File: config.mk
export PLATFORM = sky130hd
export DESIGN_NAME = decode_stage
export DESIGN_NICKNAME = d
export VERILOG_FILES = /design/src/source/decode_pkg.sv /design/src/source/op_decoder.sv /design/src/source/reg_bank.sv /design/src/source/pred_file.sv /design/src/source/imm_unit.sv /design/src/source/decode_stage.sv
export SDC_FILE = /design/constraint.sdc
export NUM_CORES = 2
export LEC_CHECK = 0
export ABC_AREA = 1
export BUFFER_PORTS_ARGS = -buffer_cell sky130_fd_sc_hd__buf_2
export CORE_MARGIN = 5
export CORE_UTILIZATION = 28
export DETAILED_ROUTE_END_ITERATION = 7
export GPL_TIMING_DRIVEN = 0
export PLACE_DENSITY = 0.53
export SYNTH_ARGS = -nofsm -noshare
export SYNTH_HDL_FRONTEND = slang
export SYNTH_HIERARCHICAL = 1
export SYNTH_SLANG_ARGS = --single-unit
export TNS_END_PERCENT = 20
File: constraint.sdc
create_clock -name clk -period 2.79 [get_ports clk]
set_input_delay 0 -clock clk [delete_from_list [all_inputs] [get_ports clk]]
set_output_delay 0 -clock clk [all_outputs]
set_load 0.05 [all_outputs]
File: src/source/decode_pkg.sv
`default_nettype none

package decode_pkg;

  localparam int XLEN      = 32;
  localparam int REG_ID_W  = 4;
  localparam int NUM_REGS  = 16;
  localparam int PRED_ID_W = 2;
  localparam int NUM_PREDS = 4;
  localparam int IMM_W     = 23;

  typedef enum logic [5:0] {
    OP_NOP   = 6'h00, OP_NEG   = 6'h05, OP_NOT   = 6'h06, OP_AND    = 6'h07,
    OP_OR    = 6'h08, OP_XOR   = 6'h09, OP_ADD   = 6'h0a, OP_SUB    = 6'h0b,
    OP_MUL   = 6'h0c, OP_DIV   = 6'h0d, OP_MOD   = 6'h0e, OP_SHL    = 6'h0f,
    OP_SHR   = 6'h10, OP_ANDI  = 6'h11, OP_ORI   = 6'h12, OP_XORI   = 6'h13,
    OP_ADDI  = 6'h14, OP_SUBI  = 6'h15, OP_MULI  = 6'h16, OP_DIVI   = 6'h17,
    OP_MODI  = 6'h18, OP_SHLI  = 6'h19, OP_SHRI  = 6'h1a, OP_JALI   = 6'h1b,
    OP_JALR  = 6'h1c, OP_JMPI  = 6'h1d, OP_JMPR  = 6'h1e, OP_LD     = 6'h23,
    OP_ST    = 6'h24, OP_LDI   = 6'h25, OP_RTOP  = 6'h26, OP_ANDP   = 6'h27,
    OP_ORP   = 6'h28, OP_XORP  = 6'h29, OP_NOTP  = 6'h2a, OP_ISNEG  = 6'h2b,
    OP_ISZERO = 6'h2c, OP_ITOF = 6'h33, OP_FTOI  = 6'h34, OP_FADD   = 6'h35,
    OP_FSUB  = 6'h36, OP_FMUL  = 6'h37, OP_FDIV  = 6'h38, OP_FNEG   = 6'h39
  } opcode_e;

  typedef enum logic [3:0] {
    ALU_NOP  = 4'h0, ALU_ADD  = 4'h1, ALU_SUB  = 4'h2, ALU_MUL  = 4'h3,
    ALU_DIV  = 4'h4, ALU_MOD  = 4'h5, ALU_SHL  = 4'h6, ALU_SHR  = 4'h7,
    ALU_AND  = 4'h8, ALU_OR   = 4'h9, ALU_XOR  = 4'ha, ALU_NEG  = 4'hb,
    ALU_NOT  = 4'hc, ALU_PASS = 4'hd, ALU_LINK = 4'he
  } alu_op_e;

  // predicate, test and float units reuse the integer code points
  localparam alu_op_e ALU_ANDP   = ALU_ADD;
  localparam alu_op_e ALU_ORP    = ALU_SUB;
  localparam alu_op_e ALU_XORP   = ALU_MUL;
  localparam alu_op_e ALU_NOTP   = ALU_DIV;
  localparam alu_op_e ALU_RTOP   = ALU_MOD;
  localparam alu_op_e ALU_ISNEG  = ALU_SHL;
  localparam alu_op_e ALU_ISZERO = ALU_SHR;
  localparam alu_op_e ALU_FCONV  = ALU_XOR;   // itof and fneg
  localparam alu_op_e ALU_FADD   = ALU_NEG;
  localparam alu_op_e ALU_FSUB   = ALU_NOT;
  localparam alu_op_e ALU_FMUL   = ALU_PASS;
  localparam alu_op_e ALU_FDIV   = ALU_LINK;

  typedef enum logic [1:0] {
    SEXT_NONE = 2'b00,
    SEXT_15   = 2'b01,
    SEXT_23   = 2'b10,
    SEXT_19   = 2'b11
  } sext_e;

  typedef struct packed {
    logic                 pset;
    logic [PRED_ID_W-1:0] pid;
    opcode_e              opcode;
    logic [REG_ID_W-1:0]  z;
    logic [REG_ID_W-1:0]  y;
    logic [REG_ID_W-1:0]  x;
    logic [10:0]          unused;
  } reg_fmt_t;

  typedef struct packed {
    logic                 pset;
    logic [PRED_ID_W-1:0] pid;
    opcode_e              opcode;
    logic [IMM_W-1:0]     imm;
  } imm_fmt_t;

  typedef union packed {
    reg_fmt_t reg_fmt;
    imm_fmt_t imm_fmt;
  } inst_t;

  typedef struct packed {
    logic    link;
    logic    src2_sel;
    alu_op_e alu_op;
    logic    imm_or_pf;
  } ex_ctrl_t;

  typedef struct packed {
    logic mem_write;
    logic mem_read;
  } mem_ctrl_t;

  typedef struct packed {
    logic wr_fpr;
    logic wr_gpr;
    logic wr_pred;
    logic reg_mem;   // result from memory
  } wb_ctrl_t;

  typedef struct packed {
    logic is_jump;
    logic rel_imm;
  } jmp_ctrl_t;

  typedef struct packed {
    logic has_ry;
    logic has_rx;
  } opc_type_t;

  typedef struct packed {
    opc_type_t opc_type;
    wb_ctrl_t  wb;
    mem_ctrl_t mem;
    ex_ctrl_t  ex;
    jmp_ctrl_t jmp;
    sext_e     sext;
    logic      x_sel;   // x index from z field
  } ctrl_t;

  typedef struct packed {
    logic                en;
    logic [REG_ID_W-1:0] id;
    logic [XLEN-1:0]     data;
  } reg_wr_t;

  typedef struct packed {
    logic                 en;
    logic [PRED_ID_W-1:0] id;
    logic                 val;
  } pred_wr_t;

  typedef struct packed {
    logic            px;
    logic            py;
    logic [XLEN-1:0] rx;
    logic [XLEN-1:0] ry;
    logic [XLEN-1:0] fx;
    logic [XLEN-1:0] fy;
  } operands_t;

  typedef logic [NUM_REGS-1:0][XLEN-1:0] reg_table_t;

  // entry 0 sits at the right end
  localparam reg_table_t GPR_INIT = {
    32'd15, 32'd14, 32'd13, 32'd12, 32'd11, 32'd10, 32'd9, 32'd8,
    32'd7,  32'd6,  32'd5,  32'd4,  32'd3,  32'd2,  32'd1, 32'd0
  };

  localparam reg_table_t FPR_INIT = {
    {12{32'h0}}, 32'h4080_0000, 32'h0, 32'h4040_0000, 32'h0
  };

  localparam logic [NUM_PREDS-1:0] PRED_INIT = 4'b0011;

endpackage

`default_nettype wire

File: src/source/op_decoder.sv
`timescale 1ns/1ps
`default_nettype none

module op_decoder
  import decode_pkg::*;
(
  input  opcode_e opcode,
  output ctrl_t   ctrl
);

  function automatic alu_op_e alu_of(input opcode_e op);
    case (op)
      OP_LD, OP_ST, OP_ADDI, OP_ADD: alu_of = ALU_ADD;
      OP_SUBI, OP_SUB:               alu_of = ALU_SUB;
      OP_MULI, OP_MUL:               alu_of = ALU_MUL;
      OP_DIVI, OP_DIV:               alu_of = ALU_DIV;
      OP_MODI, OP_MOD:               alu_of = ALU_MOD;
      OP_SHLI, OP_SHL:               alu_of = ALU_SHL;
      OP_SHRI, OP_SHR:               alu_of = ALU_SHR;
      OP_ANDI, OP_AND:               alu_of = ALU_AND;
      OP_ORI, OP_OR:                 alu_of = ALU_OR;
      OP_XORI, OP_XOR:               alu_of = ALU_XOR;
      OP_NEG:                        alu_of = ALU_NEG;
      OP_NOT:                        alu_of = ALU_NOT;
      OP_LDI:                        alu_of = ALU_PASS;
      OP_JALI, OP_JALR:              alu_of = ALU_LINK;
      OP_ANDP:                       alu_of = ALU_ANDP;
      OP_ORP:                        alu_of = ALU_ORP;
      OP_XORP:                       alu_of = ALU_XORP;
      OP_NOTP:                       alu_of = ALU_NOTP;
      OP_RTOP:                       alu_of = ALU_RTOP;
      OP_ISNEG:                      alu_of = ALU_ISNEG;
      OP_ISZERO:                     alu_of = ALU_ISZERO;
      OP_ITOF, OP_FNEG:              alu_of = ALU_FCONV;
      OP_FADD:                       alu_of = ALU_FADD;
      OP_FSUB:                       alu_of = ALU_FSUB;
      OP_FMUL:                       alu_of = ALU_FMUL;
      OP_FDIV:                       alu_of = ALU_FDIV;
      default:                       alu_of = ALU_NOP;
    endcase
  endfunction

  always_comb
  begin
    ctrl = '0;   // nop, ftoi and unknown codes stay here
    ctrl.ex.alu_op = alu_of(opcode);
    case (opcode)
      OP_LD:
      begin
        ctrl.opc_type.has_rx = 1'b1;
        ctrl.wb.wr_gpr = 1'b1;
        ctrl.wb.reg_mem = 1'b1;
        ctrl.mem.mem_read = 1'b1;
        ctrl.ex.src2_sel = 1'b1;
        ctrl.ex.imm_or_pf = 1'b1;
        ctrl.sext = SEXT_15;
      end
      OP_ST:
      begin
        ctrl.opc_type = '{has_ry: 1'b1, has_rx: 1'b1};
        ctrl.mem.mem_write = 1'b1;
        ctrl.ex.src2_sel = 1'b1;
        ctrl.ex.imm_or_pf = 1'b1;
        ctrl.sext = SEXT_15;
        ctrl.x_sel = 1'b1;   // store data reg sits in z
      end
      OP_ANDP, OP_ORP, OP_XORP, OP_NOTP:
      begin
        ctrl.wb.wr_pred = 1'b1;
      end
      OP_RTOP, OP_ISNEG, OP_ISZERO:
      begin
        ctrl.opc_type.has_rx = 1'b1;
        ctrl.wb.wr_pred = 1'b1;
      end
      OP_LDI:
      begin
        ctrl.wb.wr_gpr = 1'b1;
        ctrl.ex.src2_sel = 1'b1;
        ctrl.ex.imm_or_pf = 1'b1;
        ctrl.sext = SEXT_19;
      end
      OP_ADDI, OP_SUBI, OP_MULI, OP_DIVI, OP_MODI,
      OP_SHLI, OP_SHRI, OP_ANDI, OP_ORI, OP_XORI:
      begin
        ctrl.opc_type.has_rx = 1'b1;
        ctrl.wb.wr_gpr = 1'b1;
        ctrl.ex.src2_sel = 1'b1;
        ctrl.ex.imm_or_pf = 1'b1;
        ctrl.sext = SEXT_15;
      end
      OP_ADD, OP_SUB, OP_MUL, OP_DIV, OP_MOD,
      OP_SHL, OP_SHR, OP_AND, OP_OR, OP_XOR:
      begin
        ctrl.opc_type = '{has_ry: 1'b1, has_rx: 1'b1};
        ctrl.wb.wr_gpr = 1'b1;
        ctrl.ex.imm_or_pf = 1'b1;
      end
      OP_NEG, OP_NOT:
      begin
        ctrl.opc_type.has_rx = 1'b1;   // unary, no y
        ctrl.wb.wr_gpr = 1'b1;
        ctrl.ex.imm_or_pf = 1'b1;
      end
      OP_ITOF, OP_FNEG, OP_FADD, OP_FSUB, OP_FMUL, OP_FDIV:
      begin
        ctrl.wb.wr_fpr = 1'b1;
        ctrl.x_sel = 1'b1;
      end
      OP_JMPI:
      begin
        ctrl.jmp = '{is_jump: 1'b1, rel_imm: 1'b1};
        ctrl.sext = SEXT_23;
      end
      OP_JMPR:
      begin
        ctrl.opc_type.has_ry = 1'b1;
        ctrl.jmp.rel_imm = 1'b1;
        ctrl.x_sel = 1'b1;
      end
      OP_JALI:
      begin
        ctrl.wb.wr_gpr = 1'b1;
        ctrl.ex.link = 1'b1;
        ctrl.ex.imm_or_pf = 1'b1;
        ctrl.jmp = '{is_jump: 1'b1, rel_imm: 1'b1};
        ctrl.sext = SEXT_19;
      end
      OP_JALR:
      begin
        ctrl.opc_type.has_ry = 1'b1;
        ctrl.wb.wr_gpr = 1'b1;   // return address
        ctrl.ex.link = 1'b1;
        ctrl.ex.imm_or_pf = 1'b1;
        ctrl.jmp.rel_imm = 1'b1;
      end
      default:
      begin
        ctrl = '0;
      end
    endcase
  end

endmodule

`default_nettype wire

File: src/source/reg_bank.sv
`timescale 1ns/1ps
`default_nettype none

module reg_bank
  import decode_pkg::*;
#(
  parameter int                        NUM  = NUM_REGS,
  parameter logic [NUM-1:0][XLEN-1:0] INIT = '0
) (
  input  logic                clk,
  input  logic                rst,
  input  reg_wr_t             wr,
  input  logic [REG_ID_W-1:0] x_id,
  input  logic [REG_ID_W-1:0] y_id,
  output logic [XLEN-1:0]     x_data,
  output logic [XLEN-1:0]     y_data
);

  logic [NUM-1:0][XLEN-1:0] regs;

  always_ff @(posedge clk)
  begin
    if (rst)
    begin
      regs <= INIT;
    end
    else if (wr.en)
    begin
      regs[wr.id] <= wr.data;
    end
  end

  // no bypass, a same-cycle write shows up next cycle
  assign x_data = regs[x_id];
  assign y_data = regs[y_id];

endmodule

`default_nettype wire

File: src/source/pred_file.sv
`timescale 1ns/1ps
`default_nettype none

module pred_file
  import decode_pkg::*;
#(
  parameter int             NUM  = NUM_PREDS,
  parameter logic [NUM-1:0] INIT = PRED_INIT
) (
  input  logic                 clk,
  input  logic                 rst,
  input  pred_wr_t             wr,
  input  logic [PRED_ID_W-1:0] x_id,
  input  logic [PRED_ID_W-1:0] y_id,
  input  logic                 pset,
  input  logic [PRED_ID_W-1:0] pid,
  output logic                 px,
  output logic                 py,
  output logic                 pval
);

  logic [NUM-1:0] preds;

  always_ff @(posedge clk)
  begin
    if (rst)
    begin
      preds <= INIT;
    end
    else if (wr.en)
    begin
      preds[wr.id] <= wr.val;
    end
  end

  assign px = preds[x_id];
  assign py = preds[y_id];
  assign pval = pset ? preds[pid] : 1'b1;   // unguarded always runs

endmodule

`default_nettype wire

File: src/source/imm_unit.sv
`timescale 1ns/1ps
`default_nettype none

module imm_unit
  import decode_pkg::*;
#(
  parameter int W = XLEN
) (
  input  sext_e            sext,
  input  logic [IMM_W-1:0] field,
  input  logic [W-1:0]     pc_n,
  output logic [W-1:0]     imm,
  output logic [W-1:0]     jmp_target
);

  always_comb
  begin
    case (sext)
      SEXT_15: imm = {{(W-15){field[14]}}, field[14:0]};
      SEXT_23: imm = {{(W-23){field[22]}}, field[22:0]};
      SEXT_19: imm = {{(W-19){field[18]}}, field[18:0]};
      default: imm = '0;
    endcase
  end

  // relative to the next pc, wraps around
  assign jmp_target = pc_n + imm;

endmodule

`default_nettype wire

File: src/source/decode_stage.sv
`timescale 1ns/1ps
`default_nettype none

module decode_stage
  import decode_pkg::*;
#(
  parameter int                           N_REGS   = NUM_REGS,
  parameter logic [N_REGS-1:0][XLEN-1:0] GPR_RST  = GPR_INIT,
  parameter logic [N_REGS-1:0][XLEN-1:0] FPR_RST  = FPR_INIT,
  parameter logic [NUM_PREDS-1:0]        PRED_RST = PRED_INIT
) (
  input  logic                clk,
  input  logic                rst,
  input  inst_t               inst,
  input  logic [XLEN-1:0]     pc_n,
  input  reg_wr_t             gpr_wr,
  input  reg_wr_t             fpr_wr,
  input  pred_wr_t            pred_wr,
  output ctrl_t               ctrl,
  output operands_t           ops,
  output logic [XLEN-1:0]     imm,
  output logic [XLEN-1:0]     jmp_target,
  output logic [REG_ID_W-1:0] x_id,
  output logic [REG_ID_W-1:0] y_id,
  output logic [REG_ID_W-1:0] z_id,
  output logic                pval
);

  logic            px;
  logic            py;
  logic [XLEN-1:0] rx;
  logic [XLEN-1:0] ry;
  logic [XLEN-1:0] fx;
  logic [XLEN-1:0] fy;

  assign z_id = inst.reg_fmt.z;
  assign y_id = inst.reg_fmt.y;
  assign x_id = ctrl.x_sel ? inst.reg_fmt.z : inst.reg_fmt.x;

  op_decoder u_op_decoder (
    .opcode (inst.reg_fmt.opcode),
    .ctrl   (ctrl)
  );

  reg_bank #(
    .NUM  (N_REGS),
    .INIT (GPR_RST)
  ) gprs (
    .clk    (clk),
    .rst    (rst),
    .wr     (gpr_wr),
    .x_id   (x_id),
    .y_id   (y_id),
    .x_data (rx),
    .y_data (ry)
  );

  reg_bank #(
    .NUM  (N_REGS),
    .INIT (FPR_RST)
  ) fprs (
    .clk    (clk),
    .rst    (rst),
    .wr     (fpr_wr),
    .x_id   (x_id),
    .y_id   (y_id),
    .x_data (fx),
    .y_data (fy)
  );

  pred_file #(
    .NUM  (NUM_PREDS),
    .INIT (PRED_RST)
  ) u_pred_file (
    .clk  (clk),
    .rst  (rst),
    .wr   (pred_wr),
    .x_id (x_id[PRED_ID_W-1:0]),   // low bits only
    .y_id (y_id[PRED_ID_W-1:0]),
    .pset (inst.reg_fmt.pset),
    .pid  (inst.reg_fmt.pid),
    .px   (px),
    .py   (py),
    .pval (pval)
  );

  imm_unit #(
    .W (XLEN)
  ) u_imm_unit (
    .sext       (ctrl.sext),
    .field      (inst.imm_fmt.imm),
    .pc_n       (pc_n),
    .imm        (imm),
    .jmp_target (jmp_target)
  );

  assign ops = '{px: px, py: py, rx: rx, ry: ry, fx: fx, fy: fy};

endmodule

`default_nettype wire

== Yosys cells after proc, flatten, opt, wreduce, memory -nomap -nowiden ==
Memory sizes are Yosys's and may differ from the RTL's.
Index checks and enable logic that the tools add are counted.
W data, S select, Z words.

* Add/sub/neg operators: 1
* Order comparisons: 11
* Equality and inequality tests: 45
* Multiplexer cells: 41
* Reductions and logical operators: 17

{| class="wikitable"
|+ Operators by type and width
! kind !! count
|-
| $bwmux W512 || 2
|-
| $bmux W32 S4 || 4
|-
| $demux W32 S4 || 2
|-
| $mux W32 || 6
|-
| $eq A6 B6 Y1 const B || 16
|-
| $pmux W32 S3 || 1
|-
| $eq A6 B5 Y1 const B || 15
|-
| $reduce_or A27 Y1 || 2
|-
| $eq A6 B4 Y1 const B || 8
|-
| $reduce_or A42 Y1 || 1
|-
| $add A32 B32 Y32 || 1
|-
| $reduce_or A13 Y1 || 2
|-
| $reduce_or A26 Y1 || 1
|-
| $lt A4 B5 Y1 const B || 4
|-
| $eq A6 B3 Y1 const B || 3
|-
| $mux W1 || 18
|-
| $lt A2 B3 Y1 const B || 4
|-
| $reduce_or A12 Y1 || 1
|-
| $ge A4 B1 Y1 const B || 2
|-
| $mux W4 || 2
|-
| $reduce_or A8 Y1 || 1
|-
| $reduce_or A7 Y1 || 1
|-
| $bmux W1 S2 || 3
|-
| $pmux W2 S3 || 1
|-
| other kinds (9) || 14
|}

* Register bits: 1,028
* Bits in read-only memories: 256
* Bits of input ports: 144
* Word-level logic and storage cells: 149
* Memories: 1

{| class="wikitable"
|+ Memory list
! name !! words !! bits a word !! read ports !! clocked after memory_dff !! write ports !! RTL line !! source
|-
| (name not given) || 64 || 4 || 1 || 0 || 0 || op_decoder.sv:12 || <nowiki>case (op)</nowiki>
|}

== Longest topological paths before layout ==
* Depth after elaboration: 6
* Gate-level depth with buffers: 26

== Hierarchy ==
Netlist, hierarchy kept.

{| class="wikitable"
|+ By module, submodules not included
! module !! times used !! cells each !! area each (sq um) !! seq. area each (sq um)
|-
| reg_bank at gprs || 1 || 4,481 || 27,817.9 || 10,249.8
|-
| reg_bank at fprs || 1 || 4,471 || 27,651.5 || 10,249.8
|-
| imm_unit || 1 || 568 || 2,696.3 || 0.0
|-
| op_decoder || 1 || 203 || 972.2 || 0.0
|-
| pred_file || 1 || 52 || 286.5 || 80.1
|-
| decode_stage || 1 || 23 || 123.9 || 0.0
|}

== Worst setup path after synthesis ==
OpenSTA, ideal clock, no wires.

* Kind: input to output
* From: input port inst[24] in the netlist's numbering
* To: output port jmp_target[12]
* Data arrival time: 4.482 ns
* Required time: 2.790 ns
* Path slack: -1.692 ns
* Cell stages on the path: 21
* Path buffers: 2
* Cell sequence: inv_1 -> ha_1 -> clkbuf_8 -> nand3_1 -> a21oi_1 -> nor2_1 -> nand2_1 -> inv_1 -> nand3_1 -> nor2_1 -> clkbuf_1 -> nor2_1 -> ha_1 -> inv_1 -> fa_1 -> inv_1 -> nand3_1 -> nand3_1 -> nand3_1 -> nand3_1 -> xor2_1

{| class="wikitable"
|+ RTL lines
! element !! RTL line !! source
|-
| start, declared || decode_stage.sv:14 || <nowiki>input inst_t inst,</nowiki>
|-
| end, declared || decode_stage.sv:22 || <nowiki>output logic [XLEN-1:0] jmp_target,</nowiki>
|}

==> metrics.yaml <==
outcome: "complete, but fails checks"
cap_violations: 0
path_clk_slew_ns: 0.06
grt_pass1_vias: 66900
syn_area_sq_mm: 0.0595
dp_hpwl_microns: 271000
synth_top_area_share_pct: 34.6
drt-initial-drc-count: 9602
synth.avg_cell_area_sq_um: 6.08
cp-end-kind: "primary output"
io_buffers: 367
fillCellCount: 23000
die-area_sq_mm: 0.222
fin_tns_setup_ns: -5.80
start_util_pct: 28.1
cpPeakStageDelay_ns: 1.05
cts_buffer_depth: 3
grt_usage_pct: 30.9
route.detailed.drc: 0
power_mw: 45.9
root_buffer: "clkbuf_16"
slew_headroom_pct: 7.62
period_needed_ns: 3.04
powerDensity_mw_per_mm2: 608
wire_per_inst_microns: 27.3
cellLeakagePower_nw: 34.2
timing.final.crit_share_pct: 109
synth-async-reset-ratio_pct: 0
crit_arrival_ns: 3.04
cts_tree: "yes"
startpoint_type: "input pin"
rows: 169
violations: "setup timing"
max_freq_mhz: 329
crit_cells: 11
flow.area_growth_from_synthesis_pct: 26.7
grt_pass1_wl_microns: 500000
yosysWarnings: 6
skew_ns: 0
finalHoldViolCount: 0
slew_viol_final: 0
dpl_worst_slack_ns: -1.94
ys_seq_elements: 1028
die_w_microns: 471
nNetsFinal: 10600
cts_buffers: 118
antenna_found_initial: 10
worst_slack_ns: -0.253
vias_per_cell: 5.49
ys_types: 35
cp_max_fo: 10
place.gp.congestion: 1.05
grt-ovfl-total: 0
yosys-top-cells-count: "2,539 x nand2_1, 1,864 x nand3_1, 1,231 x inv_1"
required_ns: 2.79
dr_total_vias: 73400
cts.htree.levels: 3
path_cells: "buf_2 -> buf_2 -> inv_1 -> buf_2 -> buf_1 -> nand2_1 -> nand3_1 -> nand3_1 -> nand3_1 -> nand2_1 -> buf_2"
peakVddDrop_mv: 0.704
whs_path_depth: 4
first_pass_iters: 7
io_pins: 371
cp_num_buf_inv: 6
worst_pin_slew_ns: 1.39
reg2regPathDepth: 5
cts_num_sinks: 1028
rsz0062_at_grt: "yes"
synth_enable_flop_cells: 0
wirelength_microns: 365000
synth_top_area_cell: "dfxtp_1"
hold_class: "in2reg"
crit_top_cell: "buf_2"
yosys-top-cells-area: "dfxtp_1 35%, nand2_1 16%, nand3_1 16%"
fp.dieH_microns: 471
synth_fp_nets: 9979
synth_ff_type: "dfxtp_1"
cp_top_family: "buffers and inverters"
yosysSeqAreaShare_pct: 34.6
finalSetupViolCount: 79
cp_slowest_cell: "buf_1"
syn_inst: 9798
drive_above_1_share_pct: 14.0
crit_type: "in2out"
clock_latency_ns: 0.78
core_sq_mm: 0.212
yosysMostFrequentCell: "nand2_1"
antenna_left: 0
grt_start_max_net_pins: 16
layout make-up:
cell class	count	area, sq um	share of cell area (%)
Antenna cell	11	27.5	0.0365
Buffer	818	4750	6.29
Clock buffer	162	3470	4.60
Clock inverter	61	887	1.18
Inverter	1247	4730	6.27
Multi-Input combinational cell	6704	33400	44.3
Sequential cell	1028	20600	27.3
Tap cell	2821	3530	4.68
Timing Repair Buffer	522	4040	5.35
cell usage in the layout (no fill, tap or decap), drive strengths merged, types with 10 or more instances in the layout:
master	n
a21oi	1036
buf	725
bufinv	21
clkbuf	679
clkdlybuf4s15	10
clkinv	31
clkinvlp	12
dfxtp	1028
diode	11
dlygate4sd3	88
ha	36
inv	1244
nand2	2556
nand3	1886
nand4	12
nor2	98
o211ai	23
o21ai	1025
xor2	12
repair_timing:
| action | 4_1_cts | 5_1_grt |
|---|---|---|
| hold buffers | 88 | 0 |
| gates cloned | 2 | 4 |
| resized for setup | 868 | 381 |
| setup endpoints to repair | 142 | 120 |
| endpoints found under the hold margin | 600 | 0 |
| pin swaps | 36 | 70 |
| buffers inserted | 15 | 47 |
layer usage:
layer | part of all wire [%] | track usage (%) | routed length [microns]
met1 | 37 | 37.4 | 136000
met2 | 43 | 48.2 | 156000
met3 | 10 | 6.98 | 37500
met4 | 9.5 | 22.9 | 34700
met5 | 0.010 | 0 | 37
flip-flops by register name (all words and copies together) (netlist names):
signal	flops
fprs/regs	512
u_pred_file/preds	4
gprs/regs	512
final timing paths:
kind / startpoint / end / slack (ns)
setup / recovery: inst[15] / ops[15] / -0.25
hold / removal: gpr_wr[0] / gprs/regs[448]$_SDFFE_PP0P_ / 0.12
setup reg to reg: u_pred_file/preds[2]$_SDFFE_PP0P_ / u_pred_file/preds[2]$_SDFFE_PP0P_ / 1.56
hold reg to reg: fprs/regs[250]$_SDFFE_PP0P_ / fprs/regs[250]$_SDFFE_PP0P_ / 0.48
power breakdown:
| group | switching, mW | internal [mW] | total (mW) | leakage (nW) |
|---|---|---|---|---|
| clock | 7.20 | 10.6 | 17.8 | 2.14 |
| sequential | 0.0806 | 15.0 | 15.1 | 8.32 |
| combinational | 9.39 | 3.61 | 13.0 | 23.7 |
kinds of logic (layout without fill, tap and decap cells):
kind of cell,count (synthesis),count (layout),synth area share [%]
simple gates,4559,4560,33.1
compound gates,2093,2093,17.7
buf+inv,2067,2810,13.6
flops,1028,1028,34.6
fa+ha+maj,37,37,0.790
xor+xnor,14,14,0.206
other cells,0,11,0
through the flow:
step | cells | util [%] | hold slack [ns] | cell area (sq um)
final | 13400 | 35.6 | 0.115 | 75400
after global routing | 13400 | 35.6 | 0.121 | 75400
after CTS | 13300 | 34.7 | 0.0796 | 73500
after detailed placement | 13000 | 31.0 | 0.289 | 65600
after global placement | 13000 | 31.0 | 0.290 | 65600
after floorplan | 9798 | - | 0.0997 | 60300
worst min-delay path, stage by stage:
cell           delay [ns]
dlygate4sd3_1        0.52
buf_2                0.14
o21ai_0              0.08
a21oi_1              0.10
Note: power is estimated with default switching activity, not from simulation.
